==> src/source/sram_config.svh <==
`ifndef SRAM_CONFIG_SVH
`define SRAM_CONFIG_SVH

// bus side widths
`define AXI_ID_BITS     4
`define AXI_ADDR_BITS   32
`define AXI_LEN_BITS    4
`define AXI_DATA_BITS   32
`define AXI_STRB_BITS   4

// word address into the 16K word array
`define SRAM_ADDR_BITS  14

// the only response this slave gives
`define AXI_RESP_OKAY   2'b00

`endif

==> src/source/axi_sram_pkg.sv <==
`default_nettype none
`include "sram_config.svh"

package axi_sram_pkg;

  // plain widths
  typedef logic [`AXI_ID_BITS-1:0]    axi_id_t;
  typedef logic [`AXI_ADDR_BITS-1:0]  axi_addr_t;
  typedef logic [`AXI_LEN_BITS-1:0]   axi_len_t;
  typedef logic [`AXI_DATA_BITS-1:0]  axi_data_t;
  typedef logic [`AXI_STRB_BITS-1:0]  axi_strb_t;
  typedef logic [1:0]                 axi_resp_t;
  typedef logic [`SRAM_ADDR_BITS-1:0] sram_addr_t;

  // aw and ar payload
  typedef struct packed {
    axi_id_t   id;
    axi_addr_t addr;
    axi_len_t  len;
  } addr_req_t;

  typedef struct packed {
    axi_data_t data;
    axi_strb_t strb;
    logic      last;
  } w_beat_t;

  typedef struct packed {
    axi_id_t   id;
    axi_resp_t resp;
  } b_resp_t;

  typedef struct packed {
    axi_data_t data;
    axi_id_t   id;
    axi_resp_t resp;
    logic      last;
  } r_beat_t;

  typedef enum logic [1:0] {
    st_idle,
    st_read,
    st_write,
    st_resp
  } slave_state_t;

endpackage

`default_nettype wire

==> src/source/axi_sram_slave.sv <==
`timescale 1ns/1ps
`default_nettype none
`include "sram_config.svh"

module axi_sram_slave (
  input  wire                             clk,
  input  wire                             rst,
  input  wire axi_sram_pkg::addr_req_t    aw,
  input  wire                             aw_valid,
  output logic                            aw_ready,
  input  wire axi_sram_pkg::w_beat_t      w,
  input  wire                             w_valid,
  output logic                            w_ready,
  output axi_sram_pkg::b_resp_t           b,
  output logic                            b_valid,
  input  wire                             b_ready,
  input  wire axi_sram_pkg::addr_req_t    ar,
  input  wire                             ar_valid,
  output logic                            ar_ready,
  output axi_sram_pkg::r_beat_t           r,
  output logic                            r_valid,
  input  wire                             r_ready,
  output logic                            mem_en,
  output axi_sram_pkg::axi_strb_t         mem_we,
  output axi_sram_pkg::sram_addr_t        mem_addr,
  output axi_sram_pkg::axi_data_t         mem_wdata,
  input  wire axi_sram_pkg::axi_data_t    mem_rdata
);

  axi_sram_pkg::slave_state_t state;
  axi_sram_pkg::slave_state_t state_next;

  // burst context
  axi_sram_pkg::axi_id_t    id_q;
  axi_sram_pkg::axi_len_t   len_q;
  axi_sram_pkg::sram_addr_t base_q;
  axi_sram_pkg::axi_len_t   cnt;

  axi_sram_pkg::addr_req_t  req_sel;
  axi_sram_pkg::sram_addr_t beat_addr;
  axi_sram_pkg::sram_addr_t next_addr;

  logic aw_hs;
  logic w_hs;
  logic b_hs;
  logic ar_hs;
  logic r_hs;
  logic r_last;

  assign aw_hs = aw_valid && aw_ready;
  assign w_hs  = w_valid && w_ready;
  assign b_hs  = b_valid && b_ready;
  assign ar_hs = ar_valid && ar_ready;
  assign r_hs  = r_valid && r_ready;

  // write wins when both address channels are valid
  assign aw_ready = (state == axi_sram_pkg::st_idle);
  assign ar_ready = (state == axi_sram_pkg::st_idle) && !aw_valid;
  assign w_ready  = (state == axi_sram_pkg::st_write);
  assign b_valid  = (state == axi_sram_pkg::st_resp);
  assign r_valid  = (state == axi_sram_pkg::st_read);

  assign r_last = (cnt == len_q);

  always_comb begin
    state_next = state;
    case (state)
      axi_sram_pkg::st_idle: begin
        if (aw_hs) begin
          state_next = axi_sram_pkg::st_write;
        end else if (ar_hs) begin
          state_next = axi_sram_pkg::st_read;
        end
      end
      axi_sram_pkg::st_read: begin
        if (r_hs && r_last) begin
          state_next = axi_sram_pkg::st_idle;
        end
      end
      axi_sram_pkg::st_write: begin
        if (w_hs && w.last) begin
          state_next = axi_sram_pkg::st_resp;
        end
      end
      axi_sram_pkg::st_resp: begin
        if (b_hs) begin
          state_next = axi_sram_pkg::st_idle;
        end
      end
      default: state_next = axi_sram_pkg::st_idle;
    endcase
  end

  // beat counter, restarts with each burst
  always_ff @(posedge clk) begin
    if (rst) begin
      state <= axi_sram_pkg::st_idle;
      cnt   <= '0;
    end else begin
      state <= state_next;
      if (aw_hs || ar_hs || (r_hs && r_last) || (w_hs && w.last)) begin
        cnt <= '0;
      end else if (r_hs || w_hs) begin
        cnt <= cnt + 1'b1;
      end
    end
  end

  assign req_sel = aw_hs ? aw : ar;

  always_ff @(posedge clk) begin
    if (aw_hs || ar_hs) begin
      id_q   <= req_sel.id;
      len_q  <= req_sel.len;
      base_q <= req_sel.addr[`SRAM_ADDR_BITS+1:2];
    end
  end

  // wraps inside the word space by width
  assign beat_addr = base_q + axi_sram_pkg::sram_addr_t'(cnt);
  assign next_addr = beat_addr + 1'b1;

  always_comb begin
    mem_en   = 1'b0;
    mem_addr = beat_addr;
    case (state)
      axi_sram_pkg::st_idle: begin
        mem_en   = ar_hs;
        mem_addr = ar.addr[`SRAM_ADDR_BITS+1:2];
      end
      axi_sram_pkg::st_read: begin
        // fetch one beat ahead so data is ready with r_valid
        mem_en   = 1'b1;
        mem_addr = r_hs ? next_addr : beat_addr;
      end
      axi_sram_pkg::st_write: begin
        mem_en = w_hs;
      end
      default: mem_en = 1'b0;
    endcase
  end

  assign mem_we    = w.strb & {`AXI_STRB_BITS{w_hs}};
  assign mem_wdata = w.data;

  assign r = '{data: mem_rdata, id: id_q, resp: `AXI_RESP_OKAY, last: r_last};
  assign b = '{id: id_q, resp: `AXI_RESP_OKAY};

endmodule

`default_nettype wire

==> config.mk <==
export PLATFORM = sky130hd
export DESIGN_NAME = axi_sram_slave
export DESIGN_NICKNAME = d
export VERILOG_FILES = /design/src/source/axi_sram_pkg.sv /design/src/source/axi_sram_slave.sv
export VERILOG_INCLUDE_DIRS = /design/src /design/src/source
export SDC_FILE = /design/constraint.sdc
export NUM_CORES = 1
export LEC_CHECK = 0
export BUFFER_PORTS_ARGS = -buffer_cell sky130_fd_sc_hd__buf_2
export CAP_MARGIN = 20
export CORE_AREA = 2 2 100 102
export CTS_CLUSTER_SIZE = 25
export DETAILED_ROUTE_END_ITERATION = 7
export DIE_AREA = 0 0 102 104
export PLACE_DENSITY = 0.78
export SYNTH_ARGS = -nofsm -noshare
export SYNTH_HDL_FRONTEND = slang
export SYNTH_SLANG_ARGS = --single-unit
==> constraint.sdc <==
create_clock -name clk -period 2.8 [get_ports clk]
set_input_delay 0.56 -clock clk [delete_from_list [all_inputs] [get_ports clk]]
set_output_delay 0.56 -clock clk [all_outputs]
set_load 0.05 [all_outputs]
[After elaboration in Yosys (flattened, before gate mapping)]
Cells that the tools add are included.
Cells by class
  reduce and logical (&&, ||, !) cells: 16
  $add $sub $neg: 3
  equality and inequality tests: 8
  bitwise gates (word level): 1
  multiplexer cells: 10
Operators by type and width (count)
  2-to-1 mux 40 bit: 1
  case mux 14 bit (2 select lines): 1
  adder 14 x 1 -> 14 bit, second input constant: 1
  adder 14 x 4 -> 14 bit: 1
  2-to-1 mux 14 bit: 1
  2-to-1 mux 2 bit: 5
  logical AND 1 bit: 8
  case mux 2 bit (4 select lines): 1
  != test 2 x 1 -> 1 bit, second input constant: 3
  adder 4 x 1 -> 4 bit, second input constant: 1
  bitwise AND 4 bit: 1
  == test 2 bit, second input constant: 2
  == test 4 bit: 1
  logical OR 1 bit: 4
  AND reduction 4 bit: 1
  != test 3 x 1 -> 1 bit, second input constant: 1
  case mux 1 bit (3 select lines): 1
  == test 2 x 1 -> 1 bit, second input constant: 1
  logical NOT 2 bit: 1
  OR reduction 2 bit: 1
  logical NOT 1 bit: 1
Word-level totals
  input port bits: 156
  bits in registers: 28

[Logic depth before layout (Yosys ltp)]
  word-level depth: 7
  mapped depth: 8

[Least setup slack after synthesis]
OpenSTA, ideal clock, no wires.
  kind: reg-to-output
  from: reg base_q[0]
  to: out mem_addr[9]
  arrival: 3.244 ns
  path buffers: 0
  required time: 2.240 ns
  setup slack: -1.004 ns
  stages on the path, launching flop included: 9
  path through: edfxtp_1 ha_1 fa_1 nand3_1 a21boi_2 nor4_1 nand4_1 o21a_1 o31ai_1
Between the ends
  cells in the longest elaborated chain, start to end: 4
Ends and longest elaborated chain
  start, declared: line axi_sram_slave.sv:36  | axi_sram_pkg::sram_addr_t base_q;
  start signal, assigned: line axi_sram_slave.sv:115  | base_q <= req_sel.addr[`SRAM_ADDR_BITS+1:2];
  adder 14 x 4 -> 14 bit (*): line axi_sram_slave.sv:120  | assign beat_addr = base_q + axi_sram_pkg::sram_addr_t'(cnt);
  adder 14 x 1 -> 14 bit: line axi_sram_slave.sv:121  | assign next_addr = beat_addr + 1'b1;
  2-to-1 mux 14 bit: line axi_sram_slave.sv:134  | mem_addr = r_hs ? next_addr : beat_addr;
  case mux 14 bit (2 select lines) (*): line axi_sram_slave.sv:126  | case (state)
  end, declared: line axi_sram_slave.sv:25  | output axi_sram_pkg::sram_addr_t mem_addr,
Every way passes the cells marked *; elsewhere a longest branch is shown, timed or not.

[Worst setup path in the final report]
  from: reg base_q[0]
  to: out mem_addr[10]
The elaborated chain is that of the path after synthesis.

==> qor.txt <==
WORST SETUP PATH
--------------------------------------------------------------------------------------
R2r setup slk                                                                  0.45 ns
Destination of the worst register-to-register timing path                    base_q[6]
Worst path arrival time                                                        2.97 ns
Depth of the most critical reg-to-reg path                                           6
Highest net fanout along the worst path                                              3
Worst endpoint required time                                                   2.24 ns
Reg-to-reg critical path startpoint                                           state[0]
Crit path capture type                                                     output port
Launching element type of the critical path                                       flop
Critical path type                                                        flop to output port

POWER AND IR DROP
--------------------------------------------------------------------------------------
Worst vdd ir                                                                  0.484 mV
Relative contribution of sequential cells to total power                         0.217
Proportion of total power due to net switching                                   0.485
Comb power frac                                                                  0.669
Internal cell power                                                            1.55 mW
Switching power total                                                          1.46 mW
Pwr Density                                                                 765 nW/µm²
Clock network power share                                                        0.114
Standby leakage power                                                          1.63 nW

CLOCKING
--------------------------------------------------------------------------------------
Clock network latency to the later pin of the worst-skew pair                  0.29 ns
TritonCTS clock tree                                                              done
Clock sink count                                                                    28
H-tree levels                                                                        1
Root Driver                                                               sky130_fd_sc_hd__clkbuf_8
Clock-pin transition on the worst setup and hold timing paths                  0.11 ns
Number of buffers created by CTS                                                     3
Deepest clock path buffer count                                                      2

ROUTE
--------------------------------------------------------------------------------------
Residual DRC                                                                         0
Number of DRC markers after the initial detailed-route iteration                   103
Detail Route Antenna Nets                                                            0
Top layer in use                                                                  met4
Met3 routed wirelength                                                          670 µm
Final Routed Wirelength                                                        8410 µm
Met2 Routed Length                                                             4230 µm
Met1 wire length                                                               3360 µm
Per-cell via count in the routed design                                           5.02
Number of vias after detailed routing                                            2,584
Post-detailed-route wirelength per cell                                        16.3 µm
Pre-Repair DR Iteration Count                                                        4

FINISH
--------------------------------------------------------------------------------------
Fraction of layout cells with a size suffix above 1                              0.613
Antenna diodes                                                                       0
Area of combinational cells with multiple inputs                              1900 µm²
Most common cell after layout, fill and taps aside                        sky130_fd_sc_hd__buf_2
Synthesis-to-finish area growth                                                  35.5%
Finished Cell Area                                                            3920 µm²
Top library cells by usage in the layout, fill and taps aside             76 x sky130_fd_sc_hd__buf_2, 58 x sky130_fd_sc_hd__buf_4, 22 x sky130_fd_sc_hd__edfxtp_1
Final net count                                                                    546
Register area                                                                  782 µm²
Fill cell count                                                                    955

STA
--------------------------------------------------------------------------------------
Min setup slack post-route                                                   -0.733 ns
Max-slew violations                                                                  0
Final hold vios                                                                      0
Post-route clock period utilization                                               1.26
Final sum of negative setup slack                                             -6.24 ns
Unrepaired setup endpoints after global routing                                    yes
Upper clock frequency limit                                                    283 MHz
Clock period minus final worst setup slack                                     3.53 ns
Finish-stage setup viols                                                            12
Worst Skew                                                                  0.00624 ns

SYNTHESIS
--------------------------------------------------------------------------------------
Top-area cell type share of the netlist area                                     0.228
Area contributors post-synth                                              sky130_fd_sc_hd__edfxtp_1 23%, sky130_fd_sc_hd__buf_4 20%, sky130_fd_sc_hd__mux2_2 7.8%
Avg Synthesized Cell Area                                                     9.22 µm²
Number of synthesized flops with an enable pin                                      22
Main synth FF type                                                        sky130_fd_sc_hd__edfxtp_1
Share of cell area taken by muxes after synthesis                                0.103
Simple-gate portion of the synthesized area                                      0.165
Number of warning messages in the yosys log                                          0
Main combinational cell family by area after synthesis                    buffers and inverters
Fraction of the mapped netlist area in compound gates                            0.144
Fraction of synthesized cell area in xor and xnor cells                         0.0545
Total standard cell area after synthesis                                      2890 µm²
Flip-flop and latch count after synthesis                                           28
Async SR Flop Fraction                                                               0
Post-synth cell types                                                               65
Dominant cell type by area after synthesis                                sky130_fd_sc_hd__edfxtp_1
Share of synthesized area occupied by flip-flops and latches                     0.270
Synth Instances                                                                    314
Fraction of the mapped netlist area in adder cells                              0.0363

PLACEMENT
--------------------------------------------------------------------------------------
Hpwl dp                                                                        6300 µm
Count of input and output buffers                                                   88
Post-place instance area                                                      3450 µm²
Weighted congestion reported at the end of routability-driven placement          0.883
Pre-CTS setup slack                                                          -0.536 ns

DIE
--------------------------------------------------------------------------------------
Top-level I/O count                                                                257
Die ar.                                                                     10,600 µm²
Floorplan row count                                                                 36
Initial core utilization                                                         0.303
Standard cell core area                                                       9550 µm²
Width of the die                                                                102 µm
Die height                                                                      104 µm

MIN PATH
--------------------------------------------------------------------------------------
Hold WC Path Type                                                         input pin to flop
Capture endpoint of the worst hold path                                       state[1]
Startpoint of the most critical hold path                                          rst
Hold path depth                                                                      2

RUN STATUS
--------------------------------------------------------------------------------------
Failing checks                                                            negative setup slack
Outcome                                                                   finished, violations left

GRT
--------------------------------------------------------------------------------------
GRT Residual Overflow                                                                0
Initial antenna violation count                                                      0
Largest net degree at the start of global routing                                   23
Via count of the first global-routing pass                                       2,693
Wire length of the first global-routing pass                                 13,100 µm
Total GRT Usage                                                                  0.151

RUN
--------------------------------------------------------------------------------------
Count of maximum capacitance violations                                              0

cell type report:
type                    count  area share
clock buffers               3      0.0105
clock inverters             1     0.00766
inverters                   3     0.00287
multi-input cells         198       0.485
flip-flops and latches     28       0.199
well taps                 133      0.0424
repair buffers            149       0.252
state kept, by name, indices dropped and copies added, names as in the netlist:
| register | count |
|---|---|
| base_q | 14 |
| cnt | 4 |
| id_q | 4 |
| len_q | 4 |
| state | 2 |
layer usage:
layer	up-vias	track usage
li1	1201	-
met1	1227	0.184
met2	119	0.271
met3	37	0.0235
met4	0	0.0438
met5	-	0
power by group through the flow:
stage	clock network [mW]	registers (mW)	logic, mW
final	0.344	0.651	2.01
after global routing	0.360	0.662	2.13
after CTS	0.348	0.648	1.92
after detailed placement	0	0.650	1.76
after global placement	0	0.647	1.75
after floorplan	0	0.689	1.51
metrics by stage:
stage	util	instances	total power [mW]	hold WS, ns
global route	0.411	515	3.15	0.459
detailed placement	0.362	504	2.41	0.632
floorplan	-	317	2.20	0.524
CTS	0.393	510	2.92	0.454
global placement	0.362	504	2.39	0.603
finish	0.411	515	3.00	0.450
how the worst max path moves through the flow:
stage	from	to	slack, ns	depth (start not counted)
4_1_cts	base_q[0]	mem_addr[13]	-0.67	10
5_1_grt	base_q[0]	mem_addr[10]	-0.82	11
3_3_place_gp	base_q[3]	mem_addr[13]	-0.56	9
6_report	base_q[0]	mem_addr[10]	-0.73	9
2_1_floorplan	base_q[0]	mem_addr[6]	-0.39	7
3_5_place_dp	base_q[3]	mem_addr[13]	-0.54	9
synthesized netlist by cell type, types with 3 or more instances:
| cell type | number |
|---|---|
| sky130_fd_sc_hd__a211oi_1 | 5 |
| sky130_fd_sc_hd__a21o_1 | 4 |
| sky130_fd_sc_hd__a21oi_1 | 9 |
| sky130_fd_sc_hd__a31oi_1 | 3 |
| sky130_fd_sc_hd__and2_1 | 4 |
| sky130_fd_sc_hd__and3_1 | 8 |
| sky130_fd_sc_hd__buf_4 | 77 |
| sky130_fd_sc_hd__buf_6 | 3 |
| sky130_fd_sc_hd__clkbuf_1 | 6 |
| sky130_fd_sc_hd__dfxtp_1 | 6 |
| sky130_fd_sc_hd__edfxtp_1 | 22 |
| sky130_fd_sc_hd__ha_1 | 6 |
| sky130_fd_sc_hd__inv_1 | 3 |
| sky130_fd_sc_hd__mux2_2 | 20 |
| sky130_fd_sc_hd__mux2i_1 | 5 |
| sky130_fd_sc_hd__nand2_1 | 16 |
| sky130_fd_sc_hd__nand3_1 | 4 |
| sky130_fd_sc_hd__nand4_1 | 3 |
| sky130_fd_sc_hd__nor2_1 | 17 |
| sky130_fd_sc_hd__nor2b_1 | 3 |
| sky130_fd_sc_hd__nor3_1 | 5 |
| sky130_fd_sc_hd__nor3b_1 | 4 |
| sky130_fd_sc_hd__nor4_1 | 4 |
| sky130_fd_sc_hd__o2111ai_1 | 3 |
| sky130_fd_sc_hd__o21ai_0 | 6 |
| sky130_fd_sc_hd__o22ai_1 | 4 |
| sky130_fd_sc_hd__xnor2_1 | 9 |
| sky130_fd_sc_hd__xor2_1 | 9 |
what timing repair did:
| action | CTS | global route |
|---|---|---|
| pin swaps | 8 | 10 |
| gates resized for setup | 45 | 22 |
| buffers inserted | 2 | 6 |
| setup endpoints to repair | 12 | 12 |
| endpoints found under the hold margin | 0 | 0 |
| hold buffers | 0 | 0 |
critical path: stages, from the launching register on:
cell and delay [ns]:
sky130_fd_sc_hd__edfxtp_1 0.44, sky130_fd_sc_hd__ha_4 0.19, sky130_fd_sc_hd__fa_2 0.40, sky130_fd_sc_hd__nand3_4 0.14
sky130_fd_sc_hd__a21boi_4 0.07, sky130_fd_sc_hd__or4_4 0.51, sky130_fd_sc_hd__nor4_4 0.27, sky130_fd_sc_hd__mux2i_1 0.12
sky130_fd_sc_hd__a221o_2 0.39, sky130_fd_sc_hd__buf_8 0.16
kinds of logic after synthesis:
group                      after synthesis
adders and majority gates                8
buffers and inverters                   91
other                                    1
AOI/OAI and AO/OA                       57
DFF                                     28
xor gates and xnor gates                18
and+or+nand+nor                         84
muxes                                   27
No activity file was read; power rests on OpenSTA's default activity.
